File: config.mk
export PLATFORM = sky130hd
export DESIGN_NAME = ulpiRxTop
export DESIGN_NICKNAME = d
export VERILOG_FILES = /design/src/verilog/ulpiRxPkg.sv /design/src/verilog/rxFifoIf.sv /design/src/verilog/ulpiRecv.sv /design/src/verilog/rxFifo.sv /design/src/verilog/apbRxRegs.sv /design/src/verilog/ulpiRxTop.sv
export SDC_FILE = /design/constraint.sdc
export NUM_CORES = 1
export LEC_CHECK = 0
export ABC_AREA = 1
export ABC_CLOCK_PERIOD_IN_PS = 2300
export BUFFER_PORTS_ARGS = -buffer_cell sky130_fd_sc_hd__buf_2
export CORE_ASPECT_RATIO = 0.6
export CORE_MARGIN = 5
export CORE_UTILIZATION = 25
export CTS_CLUSTER_DIAMETER = 50
export DETAILED_ROUTE_END_ITERATION = 10
export MAX_ROUTING_LAYER = met4
export PLACE_DENSITY_LB_ADDON = 0.15
export SYNTH_ARGS = -nofsm -noshare
export SYNTH_HDL_FRONTEND = slang
export SYNTH_SLANG_ARGS = --single-unit
File: constraint.sdc
create_clock -name clkUlpi -period 2.3 [get_ports clkUlpi]
set_clock_uncertainty 0.1 [all_clocks]
set_input_delay 0 -clock clkUlpi [delete_from_list [all_inputs] [get_ports clkUlpi]]
set_output_delay 0 -clock clkUlpi [all_outputs]
set_load 0.03 [all_outputs]
File: src/verilog/ulpiRxPkg.sv
package ulpiRxPkg;

    // Payloads carried by the two receive buffers
    typedef logic [7:0] usbByteT;

    typedef struct packed {
        logic [5:0] rxEvent;    // Low bits of the last RX command
        logic [9:0] byteCount;  // Data bytes in the burst
    } infoWordT;

    // Buffer geometry
    localparam int fifoDepth = 16;
    localparam int fifoAddrW = $clog2(fifoDepth);

    // APB register map, byte addresses
    localparam logic [3:0] regCtrl   = 4'h0;
    localparam logic [3:0] regStatus = 4'h4;
    localparam logic [3:0] regData   = 4'h8;
    localparam logic [3:0] regInfo   = 4'hC;

    // Control register bits
    localparam int ctrlReadAllow = 0;
    localparam int ctrlClrOvf    = 1;

    // Status word layout
    localparam int statRxCmd      = 0;   // 8 bits wide
    localparam int statLineState  = 8;   // 2 bits wide
    localparam int statVbusState  = 10;  // 2 bits wide
    localparam int statRxActive   = 12;
    localparam int statRxError    = 13;
    localparam int statHostDisc   = 14;
    localparam int statRxId       = 15;
    localparam int statBusy       = 16;
    localparam int statDataEmpty  = 17;
    localparam int statInfoEmpty  = 18;
    localparam int statDataOvf    = 19;
    localparam int statInfoOvf    = 20;

    // RX command event field, bits 5:4
    localparam int         rxActiveBit     = 4;
    localparam logic [1:0] rxEvtDisconnect = 2'b10;
    localparam logic [1:0] rxEvtError      = 2'b11;

endpackage

File: src/verilog/rxFifoIf.sv
`timescale 1ns/1ps

// Link between a writer, one buffer and a reader
interface rxFifoIf #(
    parameter type payloadT = ulpiRxPkg::usbByteT
);

    // Write side
    logic    wrValid;   // Writes on every cycle it is high
    payloadT wrData;
    logic    full;

    // Read side
    logic    rdEn;      // Pops the head entry
    payloadT rdData;    // Head entry, always visible
    logic    empty;

    modport producer (
        output wrValid,
        output wrData,
        input  full
    );

    modport bufferWr (
        input  wrValid,
        input  wrData,
        output full
    );

    modport bufferRd (
        input  rdEn,
        output rdData,
        output empty
    );

    modport consumer (
        output rdEn,
        input  rdData,
        input  empty
    );

endinterface

File: src/verilog/ulpiRecv.sv
`timescale 1ns/1ps

module ulpiRecv (
    input  logic                clkUlpi,
    input  logic                rst,
    input  logic                dir,
    input  logic                nxt,
    input  ulpiRxPkg::usbByteT  dataI,
    input  logic                readAllow,
    input  logic                clrOverflow,
    rxFifoIf.producer           dataOut,
    rxFifoIf.producer           infoOut,
    output logic [7:0]          rxCmd,
    output logic                busy,
    output logic                dataOverflow,
    output logic                infoOverflow
);

    import ulpiRxPkg::*;

    typedef enum logic {
        stIdle,
        stRead
    } stateT;

    stateT    state;
    logic     dirQ;         // dir from the previous edge
    logic     startBurst;
    logic     active;
    logic     cmdHit;
    logic     dataHit;
    logic     dataPend;     // Byte waiting to be written
    logic     infoPend;     // Info word waiting to be written
    usbByteT  dataByte;
    logic [9:0] byteCount;
    infoWordT infoWord;

    // A burst opens only on the rising edge of dir
    assign startBurst = (state == stIdle) && dir && !dirQ && readAllow;
    assign active     = (state == stRead) || startBurst;

    assign cmdHit  = dir && !nxt;
    assign dataHit = dir && nxt && active;

    assign busy = (state == stRead);

    always_ff @(posedge clkUlpi) begin
        if (!rst) begin
            state <= stIdle;
            dirQ  <= 1'b0;
        end else begin
            dirQ <= dir;
            case (state)
                stIdle: if (startBurst) state <= stRead;
                stRead: if (!dir) state <= stIdle;
                default: state <= stIdle;
            endcase
        end
    end

    // RX command register, shown in the status word
    always_ff @(posedge clkUlpi) begin
        if (!rst) begin
            rxCmd <= '0;
        end else if (cmdHit) begin
            rxCmd <= dataI;
        end
    end

    always_ff @(posedge clkUlpi) begin
        if (dir && nxt) begin
            dataByte <= dataI;
        end
    end

    // Counts on, even while bytes are dropped
    always_ff @(posedge clkUlpi) begin
        if (!rst) begin
            byteCount <= '0;
        end else if (dataHit) begin
            byteCount <= (state == stIdle) ? 10'd1 : byteCount + 10'd1;
        end else if (state == stIdle) begin
            byteCount <= '0;
        end
    end

    always_ff @(posedge clkUlpi) begin
        if (!rst) begin
            dataPend <= 1'b0;
            infoPend <= 1'b0;
        end else begin
            dataPend <= dataHit;
            infoPend <= (state == stRead) && !dir;  // Burst end
        end
    end

    // Count and command are still stable in the cycle after the burst end
    assign infoWord.rxEvent   = rxCmd[5:0];
    assign infoWord.byteCount = byteCount;

    assign dataOut.wrValid = dataPend && !dataOut.full;
    assign dataOut.wrData  = dataByte;
    assign infoOut.wrValid = infoPend && !infoOut.full;
    assign infoOut.wrData  = infoWord;

    // Sticky drop flags, a new drop wins over a clear
    always_ff @(posedge clkUlpi) begin
        if (!rst) begin
            dataOverflow <= 1'b0;
        end else if (dataPend && dataOut.full) begin
            dataOverflow <= 1'b1;
        end else if (clrOverflow) begin
            dataOverflow <= 1'b0;
        end
    end

    always_ff @(posedge clkUlpi) begin
        if (!rst) begin
            infoOverflow <= 1'b0;
        end else if (infoPend && infoOut.full) begin
            infoOverflow <= 1'b1;
        end else if (clrOverflow) begin
            infoOverflow <= 1'b0;
        end
    end

endmodule

File: src/verilog/rxFifo.sv
`timescale 1ns/1ps

module rxFifo #(
    parameter type payloadT = ulpiRxPkg::usbByteT
) (
    input  logic       clkUlpi,
    input  logic       rst,
    rxFifoIf.bufferWr  wr,
    rxFifoIf.bufferRd  rd
);

    import ulpiRxPkg::*;

    payloadT mem [fifoDepth];

    logic [fifoAddrW-1:0] wrPtr;
    logic [fifoAddrW-1:0] rdPtr;
    logic [fifoAddrW:0]   count;   // Occupancy
    logic                 doWr;
    logic                 doRd;

    assign doWr = wr.wrValid;   // Writer never writes when full
    assign doRd = rd.rdEn;      // Reader never pops when empty

    assign wr.full  = (count == (fifoAddrW + 1)'(fifoDepth));
    assign rd.empty = (count == '0);

    // First word fall through
    assign rd.rdData = mem[rdPtr];

    function automatic logic [fifoAddrW-1:0] nextPtr(input logic [fifoAddrW-1:0] ptr);
        logic [fifoAddrW-1:0] last;
        last = fifoAddrW'(fifoDepth - 1);
        return (ptr == last) ? '0 : ptr + 1'b1;
    endfunction

    always_ff @(posedge clkUlpi) begin
        if (doWr) begin
            mem[wrPtr] <= wr.wrData;
        end
    end

    always_ff @(posedge clkUlpi) begin
        if (!rst) begin
            wrPtr <= '0;
            rdPtr <= '0;
        end else begin
            if (doWr) begin
                wrPtr <= nextPtr(wrPtr);
            end
            if (doRd) begin
                rdPtr <= nextPtr(rdPtr);
            end
        end
    end

    always_ff @(posedge clkUlpi) begin
        if (!rst) begin
            count <= '0;
        end else begin
            case ({doWr, doRd})
                2'b10:   count <= count + 1'b1;
                2'b01:   count <= count - 1'b1;
                default: count <= count;    // Idle, or push and pop together
            endcase
        end
    end

endmodule

File: src/verilog/apbRxRegs.sv
`timescale 1ns/1ps

module apbRxRegs (
    input  logic        clkUlpi,
    input  logic        rst,
    input  logic [3:0]  paddr,
    input  logic        psel,
    input  logic        penable,
    input  logic        pwrite,
    input  logic [31:0] pwdata,
    output logic [31:0] prdata,
    output logic        pready,
    output logic        pslverr,
    rxFifoIf.consumer   dataIn,
    rxFifoIf.consumer   infoIn,
    input  logic [7:0]  rxCmd,
    input  logic        busy,
    input  logic        dataOverflow,
    input  logic        infoOverflow,
    output logic        readAllow,
    output logic        clrOverflow
);

    import ulpiRxPkg::*;

    logic        access;
    logic        writeAcc;
    logic        readAcc;
    logic        dataRead;
    logic        infoRead;
    logic [1:0]  rxEvent;
    logic [31:0] status;
    logic [31:0] readMux;

    // Access phase only, no wait states
    assign access   = psel && penable;
    assign writeAcc = access && pwrite;
    assign readAcc  = access && !pwrite;

    assign dataRead = readAcc && (paddr == regData);
    assign infoRead = readAcc && (paddr == regInfo);

    assign pready = 1'b1;

    // Reading an empty buffer errors out and pops nothing
    assign pslverr = (dataRead && dataIn.empty) || (infoRead && infoIn.empty);

    // Pop lands on the edge closing the access phase
    assign dataIn.rdEn = dataRead && !dataIn.empty;
    assign infoIn.rdEn = infoRead && !infoIn.empty;

    always_ff @(posedge clkUlpi) begin
        if (!rst) begin
            readAllow   <= 1'b0;
            clrOverflow <= 1'b0;
        end else begin
            clrOverflow <= 1'b0;
            if (writeAcc && (paddr == regCtrl)) begin
                readAllow   <= pwdata[ctrlReadAllow];
                clrOverflow <= pwdata[ctrlClrOvf];
            end
        end
    end

    assign rxEvent = rxCmd[5:4];

    always_comb begin
        status = '0;
        status[statRxCmd +: 8]     = rxCmd;
        status[statLineState +: 2] = rxCmd[1:0];
        status[statVbusState +: 2] = rxCmd[3:2];
        status[statRxActive]       = rxCmd[rxActiveBit];
        status[statRxError]        = (rxEvent == rxEvtError);
        status[statHostDisc]       = (rxEvent == rxEvtDisconnect);
        status[statRxId]           = rxCmd[6];
        status[statBusy]           = busy;
        status[statDataEmpty]      = dataIn.empty;
        status[statInfoEmpty]      = infoIn.empty;
        status[statDataOvf]        = dataOverflow;
        status[statInfoOvf]        = infoOverflow;
    end

    always_comb begin
        readMux = '0;
        case (paddr)
            regCtrl: begin
                readMux[ctrlReadAllow] = readAllow;     // Clear bit reads as zero
            end
            regStatus: begin
                readMux = status;
            end
            regData: begin
                if (!dataIn.empty) begin
                    readMux = {24'b0, dataIn.rdData};
                end
            end
            regInfo: begin
                if (!infoIn.empty) begin
                    readMux = {16'b0, infoIn.rdData};
                end
            end
            default: readMux = '0;
        endcase
    end

    // Bus stays quiet outside read accesses
    assign prdata = readAcc ? readMux : '0;

endmodule

File: src/verilog/ulpiRxTop.sv
`timescale 1ns/1ps

module ulpiRxTop (
    input  logic                clkUlpi,
    input  logic                rst,

    // ULPI receive lines
    input  logic                dir,
    input  logic                nxt,
    input  ulpiRxPkg::usbByteT  dataI,

    // APB slave
    input  logic [3:0]          paddr,
    input  logic                psel,
    input  logic                penable,
    input  logic                pwrite,
    input  logic [31:0]         pwdata,
    output logic [31:0]         prdata,
    output logic                pready,
    output logic                pslverr
);

    import ulpiRxPkg::*;

    logic [7:0] rxCmd;
    logic       busy;
    logic       dataOverflow;
    logic       infoOverflow;
    logic       readAllow;
    logic       clrOverflow;

    rxFifoIf #(.payloadT(usbByteT))  dataIf ();
    rxFifoIf #(.payloadT(infoWordT)) infoIf ();

    ulpiRecv u_recv (
        .clkUlpi      (clkUlpi),
        .rst          (rst),
        .dir          (dir),
        .nxt          (nxt),
        .dataI        (dataI),
        .readAllow    (readAllow),
        .clrOverflow  (clrOverflow),
        .dataOut      (dataIf.producer),
        .infoOut      (infoIf.producer),
        .rxCmd        (rxCmd),
        .busy         (busy),
        .dataOverflow (dataOverflow),
        .infoOverflow (infoOverflow)
    );

    // Data bytes
    rxFifo #(.payloadT(usbByteT)) u_dataFifo (
        .clkUlpi (clkUlpi),
        .rst     (rst),
        .wr      (dataIf.bufferWr),
        .rd      (dataIf.bufferRd)
    );

    // One word per burst
    rxFifo #(.payloadT(infoWordT)) u_infoFifo (
        .clkUlpi (clkUlpi),
        .rst     (rst),
        .wr      (infoIf.bufferWr),
        .rd      (infoIf.bufferRd)
    );

    apbRxRegs u_regs (
        .clkUlpi      (clkUlpi),
        .rst          (rst),
        .paddr        (paddr),
        .psel         (psel),
        .penable      (penable),
        .pwrite       (pwrite),
        .pwdata       (pwdata),
        .prdata       (prdata),
        .pready       (pready),
        .pslverr      (pslverr),
        .dataIn       (dataIf.consumer),
        .infoIn       (infoIf.consumer),
        .rxCmd        (rxCmd),
        .busy         (busy),
        .dataOverflow (dataOverflow),
        .infoOverflow (infoOverflow),
        .readAllow    (readAllow),
        .clrOverflow  (clrOverflow)
    );

endmodule

* Yosys cells after proc, flatten, opt, wreduce, memory -nomap -nowiden
Memory sizes are Yosys's and may differ from the RTL's. A register that Yosys moved wholly into a read port is not among the register bits.
Index checks and enable logic that the tools add are counted.
** Storage, ports and cells
- Flip-flop bits (word level) :: 60
- Logic and storage cells :: 112
- Bits in writable memories :: 384
- Input bits :: 51
- ROM bits :: 0
- Output and inout port bits :: 34
- Memories kept :: 2
- Bits in latches :: 0
** Cells by class
- Multiply operators :: 0
- Divide/modulo/power cells :: 0
- Add/sub/neg operators :: 9
- Bitwise logic cells :: 1
- Eq/ne operators :: 16
- Shift operators :: 0
- Order comparisons :: 0
- Muxes and demuxes :: 28
- Reductions and logical operators :: 39
** Memory list
- u_infoFifo.mem :: words 16, bits a word 16, rd ports 1, clocked after Yosys merged registers in 1, wr ports 1, RTL line rxFifo.sv:14 : payloadT mem [fifoDepth];
- u_dataFifo.mem :: words 16, bits a word 8, rd ports 1, clocked after Yosys merged registers in 1, wr ports 1, RTL line rxFifo.sv:14
** Operators with widths (number)
- one-hot mux 20 bit (3 select lines) :: 1
- two-way mux 4 bit :: 8
- two-way mux 10 bit :: 3
- equality test 4 bit, second input constant :: 6
- logical AND 1 bit :: 21
- two-way mux 21 bit :: 1
- one-hot mux 5 bit (2 select lines) :: 2
- adder 4 x 1 -> 4 bit, second input constant :: 4
- two-way mux 16 bit :: 1
- adder 10 x 1 -> 10 bit, second input constant :: 1
- adder 5 x 1 -> 5 bit, second input constant :: 2
- equality test 5 bit, second input constant :: 2
- logical NOT 5 bit :: 2
- subtractor 5 x 1 -> 5 bit, second input constant :: 2
- two-way mux 1 bit :: 9
- equality test 2 bit, second input constant :: 4
- logical NOT 1 bit :: 8
- two-way mux 8 bit :: 1
- nonzero test 2 bit :: 4
- equality test 2 x 1 -> 1 bit, second input constant :: 2
- equality test 4 x 3 -> 1 bit, second input constant :: 1
- logical NOT 4 bit :: 1
- one-hot mux 1 bit (4 select lines) :: 1
- logical OR 1 bit :: 2
- other kinds (4) :: 4

* Longest topological paths before layout
- Depth in word-level cells :: 7
- Gate-level depth with buffers :: 16
- Depth with buffers taken out :: 16

* Modules after synthesis
From an unflattened synthesis, not the netlist that was laid out.
** Second synthesis, totals
- Cells, all modules :: 1803
- Area total of the unflattened synthesis :: 19632.6 um^2
** By module, submodules not included
- rxFifo at u_infoFifo :: cells each 942, area each 11309.6 um^2, sequential area each 8027.7 um^2, times used 1
- rxFifo at u_dataFifo :: cells each 539, area each 6163.4 um^2, sequential area each 4184.0 um^2, times used 1
- ulpiRecv :: cells each 158, area each 1295.0 um^2, sequential area each 720.7 um^2, times used 1
- apbRxRegs :: cells each 164, area each 864.6 um^2, sequential area each 40.0 um^2, times used 1

* Least setup slack after synthesis
OpenSTA, ideal clock, no wires.
- Path kind :: register to register
- Start :: reg u_infoFifo.count[1]
- End :: mem u_infoFifo.mem[11][0] (netlist name) (enable)
- Period minus slack after synthesis :: 2.156 ns
- Cell stages (with the launch flop) :: 7
- Data required time :: 1.812 ns
- Buffers on the path :: 0
- Path slack :: 0.144 ns
- Data arrival time :: 1.668 ns
- Library setup time :: 0.388 ns
- Cell sequence :: dfxtp_1 -> nor2_2 -> nand3_1 -> nand2_2 -> inv_1 -> nand2_1 -> nor2_1
** Between the ends
- Cells in the longest elaborated chain, start to end :: 5
** Ends and longest elaborated chain
- start: declaration :: RTL line rxFifo.sv:18 : logic [fifoAddrW:0] count;
- start signal: assignment :: RTL line rxFifo.sv:62 : 2'b10: count <= count + 1'b1;
- start signal: assignment :: RTL line rxFifo.sv:63 : 2'b01: count <= count - 1'b1;
- start signal: assignment :: RTL line rxFifo.sv:64 : default: count <= count;
- equality test 5 bit :: RTL line rxFifo.sv:25 : assign wr.full = (count == (fifoAddrW + 1)'(fifoDepth));
- logical NOT 1 bit :: RTL line ulpiRecv.sv:103 : assign infoOut.wrValid = infoPend && !infoOut.full;
- logical AND 1 bit :: RTL line ulpiRecv.sv:103
- two-way mux 1 bit :: RTL line rxFifo.sv:38 : if (doWr) begin
- two-way mux 1 bit (not written as such) :: RTL line rxFifo.sv:39 : mem[wrPtr] <= wr.wrData;
- end: declaration :: RTL line rxFifo.sv:14
No other way between the ends.

==> out/qor.yml <==
run_status: "finished with violations"
violations: "negative setup slack"
grt_antenna_before_repair: 2
path_class: "reg2out"
fmax_ghz: 0.367
die_h_um: 222
initial_core_util_pct: 25.4
yosys.area.top_type_share_pct: 62.6
vdd_drop_max_uv: 444
core_area_um2: 74100
dominant_cell_by_count_in_the_synthesized_netlist: "sky130_fd_sc_hd__edfxtp_1"
finalHoldWorstSlack_ps: 72.0
total_global_routing_overflow: 0
final_max_slew_viol_count: 0
switching_share_pct: 20.8
drive_above_1_share_pct: 24.9
ys_ff_latch: 452
netlist_top_cells_area: "sky130_fd_sc_hd__edfxtp_1, sky130_fd_sc_hd__nor2_1, sky130_fd_sc_hd__dfxtp_1"
netlist_top_cells_count: "sky130_fd_sc_hd__edfxtp_1, sky130_fd_sc_hd__nor2_1, sky130_fd_sc_hd__o21ai_0, sky130_fd_sc_hd__nand2_1, sky130_fd_sc_hd__inv_1"
clock_path_buffers: 3
synth_cell_types: 43
design.die.area_um2: 80900
post-layout-total-power_w: 0.0167
multi_input_comb_area_um2: 5590
layout-area-overhead-vs-synth_pct: 31.0
postSynthAreaPerCell_um2: 11.4
dpl-instance-area_um2: 21100
routed_wl_um: 63900
max_stage_delay_ps: 490
pwr_density_cell_nw_per_um2: 680
drcViolationCount: 0
required_ps: 2200
first_global_vias: 12809
finalWeightedCongestion: 0.800
power.net_switching_w: 0.00348
clkLatencyLatePin_ps: 590
finalInstanceArea_um2: 24600
share_seq_of_total_power_pct: 53.5
total_leakage_power_nw: 8.89
placementRows: 77
final.period_utilization_pct: 118
firstDrtPassIters: 6
seqCellArea_um2: 13000
preCtsSetupSlack_ps: -209
tritoncts_clock_tree: "built"
floorplan.die.width_um: 364
p_int_w: 0.0133
timing.hold.worst.class: "in2reg"
synth_cells: 1649
cp_top_family: "compound AO/OA/AOI/OAI gates"
setup-violations-final: 16
synthFlopType: "sky130_fd_sc_hd__edfxtp_1"
io_buffer_count: 42
first_iter_violations: 1336
final.min_clock_period_ps: 2720
track_usage_pct: 15.8
largest_net_degree_at_the_start_of_global_routing: 35
hpwlAfterDp_um: 39400
path_buf_inv: 4
yosys.area.top_type: "sky130_fd_sc_hd__edfxtp_1"
final_antenna_net_count: 0
critical_path.cell_chain: "inv_8, clkbuf_16, o21ai_1, o211ai_1, nand3_1, nand2_2, a21oi_4, nand2_2, nand2_2, inv_2, buf_6"
nets: 1926
cap_violations: 0
crit_slowest_cell: "sky130_fd_sc_hd__dfxtp_4"
layout_setup_ws_ps: -422
timing_hold_violations_final: 0
grt_first_pass_wirelength_um: 91200
total_of_warnings_raised_by_yosys: 0
via_count: 13497
route.detailed.vias_per_inst: 4.68
synth.yosys.seq_area_share_pct: 69.0
routedWlPerCell_um: 22.2
clock-sinks: 452
critPathMaxFanout: 14
critPathMostFrequentCell: "sky130_fd_sc_hd__nand2_2"
cts_htree_levels: 2
edff_count_synth: 392
slew-limit-headroom_pct: 49.3
rsz0062_at_grt: "true"
cts_made_buffers: 45
clock_power_share_pct: 45.2
setup.worst_path.end_class: "output port"
worst_ep_arrival_time_ps: 2620
clock_tree_root: "sky130_fd_sc_hd__clkbuf_16"
synth-async-reset-ratio_pct: 0
fillCellCount: 7342
worst-slew-pin-transition_ps: 761
ioPinCount: 85
mappedNetlistArea_um2: 18800
clk_transition_reported_paths_ps: 70
power_share_of_the_combinational_group_pct: 1.3
crit_path_start_kind: "flip-flop"
==> cell usage in the layout (no fill, tap or decap), drive strengths merged, types with 3 or more instances in the layout <==
cell type and instances:
nand3 89, edfxtp 392, a211oi 3, inv 99, o211ai 54, o21ai 222, buf 205, nor2 336
xor2 8, dfxtp 60, xnor2 3, a21oi 48, diode 3, o221ai 20, clkinvlp 4, nor3 8
nor4 3, bufinv 5, clkinv 22, o22ai 15, nand4 9, conb 12, bufbuf 5, clkbuf 62
dlygate4sd3 25, nand2 156, ha 17
==> logic make-up (layout without fill, tap and decap cells) <==
group / Yosys count / count (layout) / synth area share [%]
AOI/OAI and AO/OA: 367 / 367 / 11.2
buffers and inverters: 195 / 427 / 4.63
DFF: 452 / 452 / 69.0
xor gates and xnor gates: 11 / 11 / 0.513
other: 2 / 15 / 0.0400
and+or+nand+nor: 605 / 605 / 13.5
adders and majority gates: 17 / 17 / 1.13
==> timing repair <==
action / CTS / global route
hold buffers: 25 / 0
buffers inserted: 16 / 12
setup endpoints to repair: 17 / 21
hold endpoints to repair: 52 / 0
gates resized for setup: 167 / 117
pin swaps: 39 / 82
gates cloned: 15 / 8
==> power groups by stage <==
stage / clock, W / sequential (W) / combinational, W
finish: 0.00757 / 0.00895 / 0.000215
detailed placement: 0 / 0.00913 / 0.000178
global placement: 0 / 0.00913 / 0.000176
global route: 0.00813 / 0.00895 / 0.000233
CTS: 0.00777 / 0.00895 / 0.000211
floorplan: 0 / 0.00910 / 0.0000943
==> path summary, 6_finish.rpt <==
| check | startpoint | end | slack (ps) | depth (start not counted) |
|---|---|---|---|---|
| worst max-delay path | flip-flop | prdata[4] | -420 | 11 |
| worst min-delay path | dataI[1] | u_recv.dataOut.wrData[1] | 70 | 2 |
| worst max register to register | u_infoFifo.count[3] | u_infoFifo.count[2] | 170 | 12 |
| worst min register to register | u_recv.dataOverflow | u_recv.dataOverflow | 370 | 2 |
==> metrics by stage <==
step,util [%],std cells,setup TNS [ps]
after floorplan,-,1659,0
after global placement,28.5,2725,-180
after detailed placement,28.5,2725,-209
after CTS,32.3,2859,-4580
after global routing,33.2,2880,-6280
final,33.2,2881,-4740
==> worst reg2reg max path, cell delays in order, from the launching register on <==
cell	delay, ps
sky130_fd_sc_hd__dfxtp_1	330
sky130_fd_sc_hd__nor2_1	150
sky130_fd_sc_hd__nand2_1	110
sky130_fd_sc_hd__nor2_4	170
sky130_fd_sc_hd__nor2_8	90
sky130_fd_sc_hd__ha_2	210
sky130_fd_sc_hd__xor2_2	160
sky130_fd_sc_hd__ha_1	190
sky130_fd_sc_hd__inv_1	70
sky130_fd_sc_hd__nand2_2	80
sky130_fd_sc_hd__xor2_2	160
sky130_fd_sc_hd__o21ai_0	150
sky130_fd_sc_hd__inv_1	60
==> flip-flops by register name, summed over array words and instances, names as in the netlist, 4 cells and up, named ones only <==
| register | cells |
|---|---|
| u_recv.rxCmd | 8 |
| u_dataFifo.rdPtr | 4 |
| u_infoFifo.mem | 256 |
| u_dataFifo.count | 5 |
| u_recv.byteCount | 10 |
| u_infoFifo.wrPtr | 4 |
| u_dataFifo.mem | 128 |
| u_infoFifo.count | 5 |
| u_infoFifo.rdPtr | 4 |
| u_recv.dataOut.wrData | 8 |
| u_dataFifo.wrPtr | 4 |
==> routing by layer <==
metal	track usage, %	share of wire (%)	up-vias
li1	-	-	6267
met1	26.1	55	6762
met2	19.1	36	402
met3	3.47	7.7	66
met4	2.80	1.3	0
met5	-	0	-
==> area by class of cell <==
| class | instances | area share, % |
|---|---|---|
| timing repair buffer | 243 | 11.8 |
| sequential | 452 | 52.8 |
| tap | 987 | 5.02 |
| antenna | 3 | 0.0305 |
| clock inverter | 26 | 1.03 |
| clock buffer | 54 | 4.92 |
| inverter | 104 | 1.72 |
| multi-input combinational | 1012 | 22.7 |
Power figures use the tool's default switching activity.
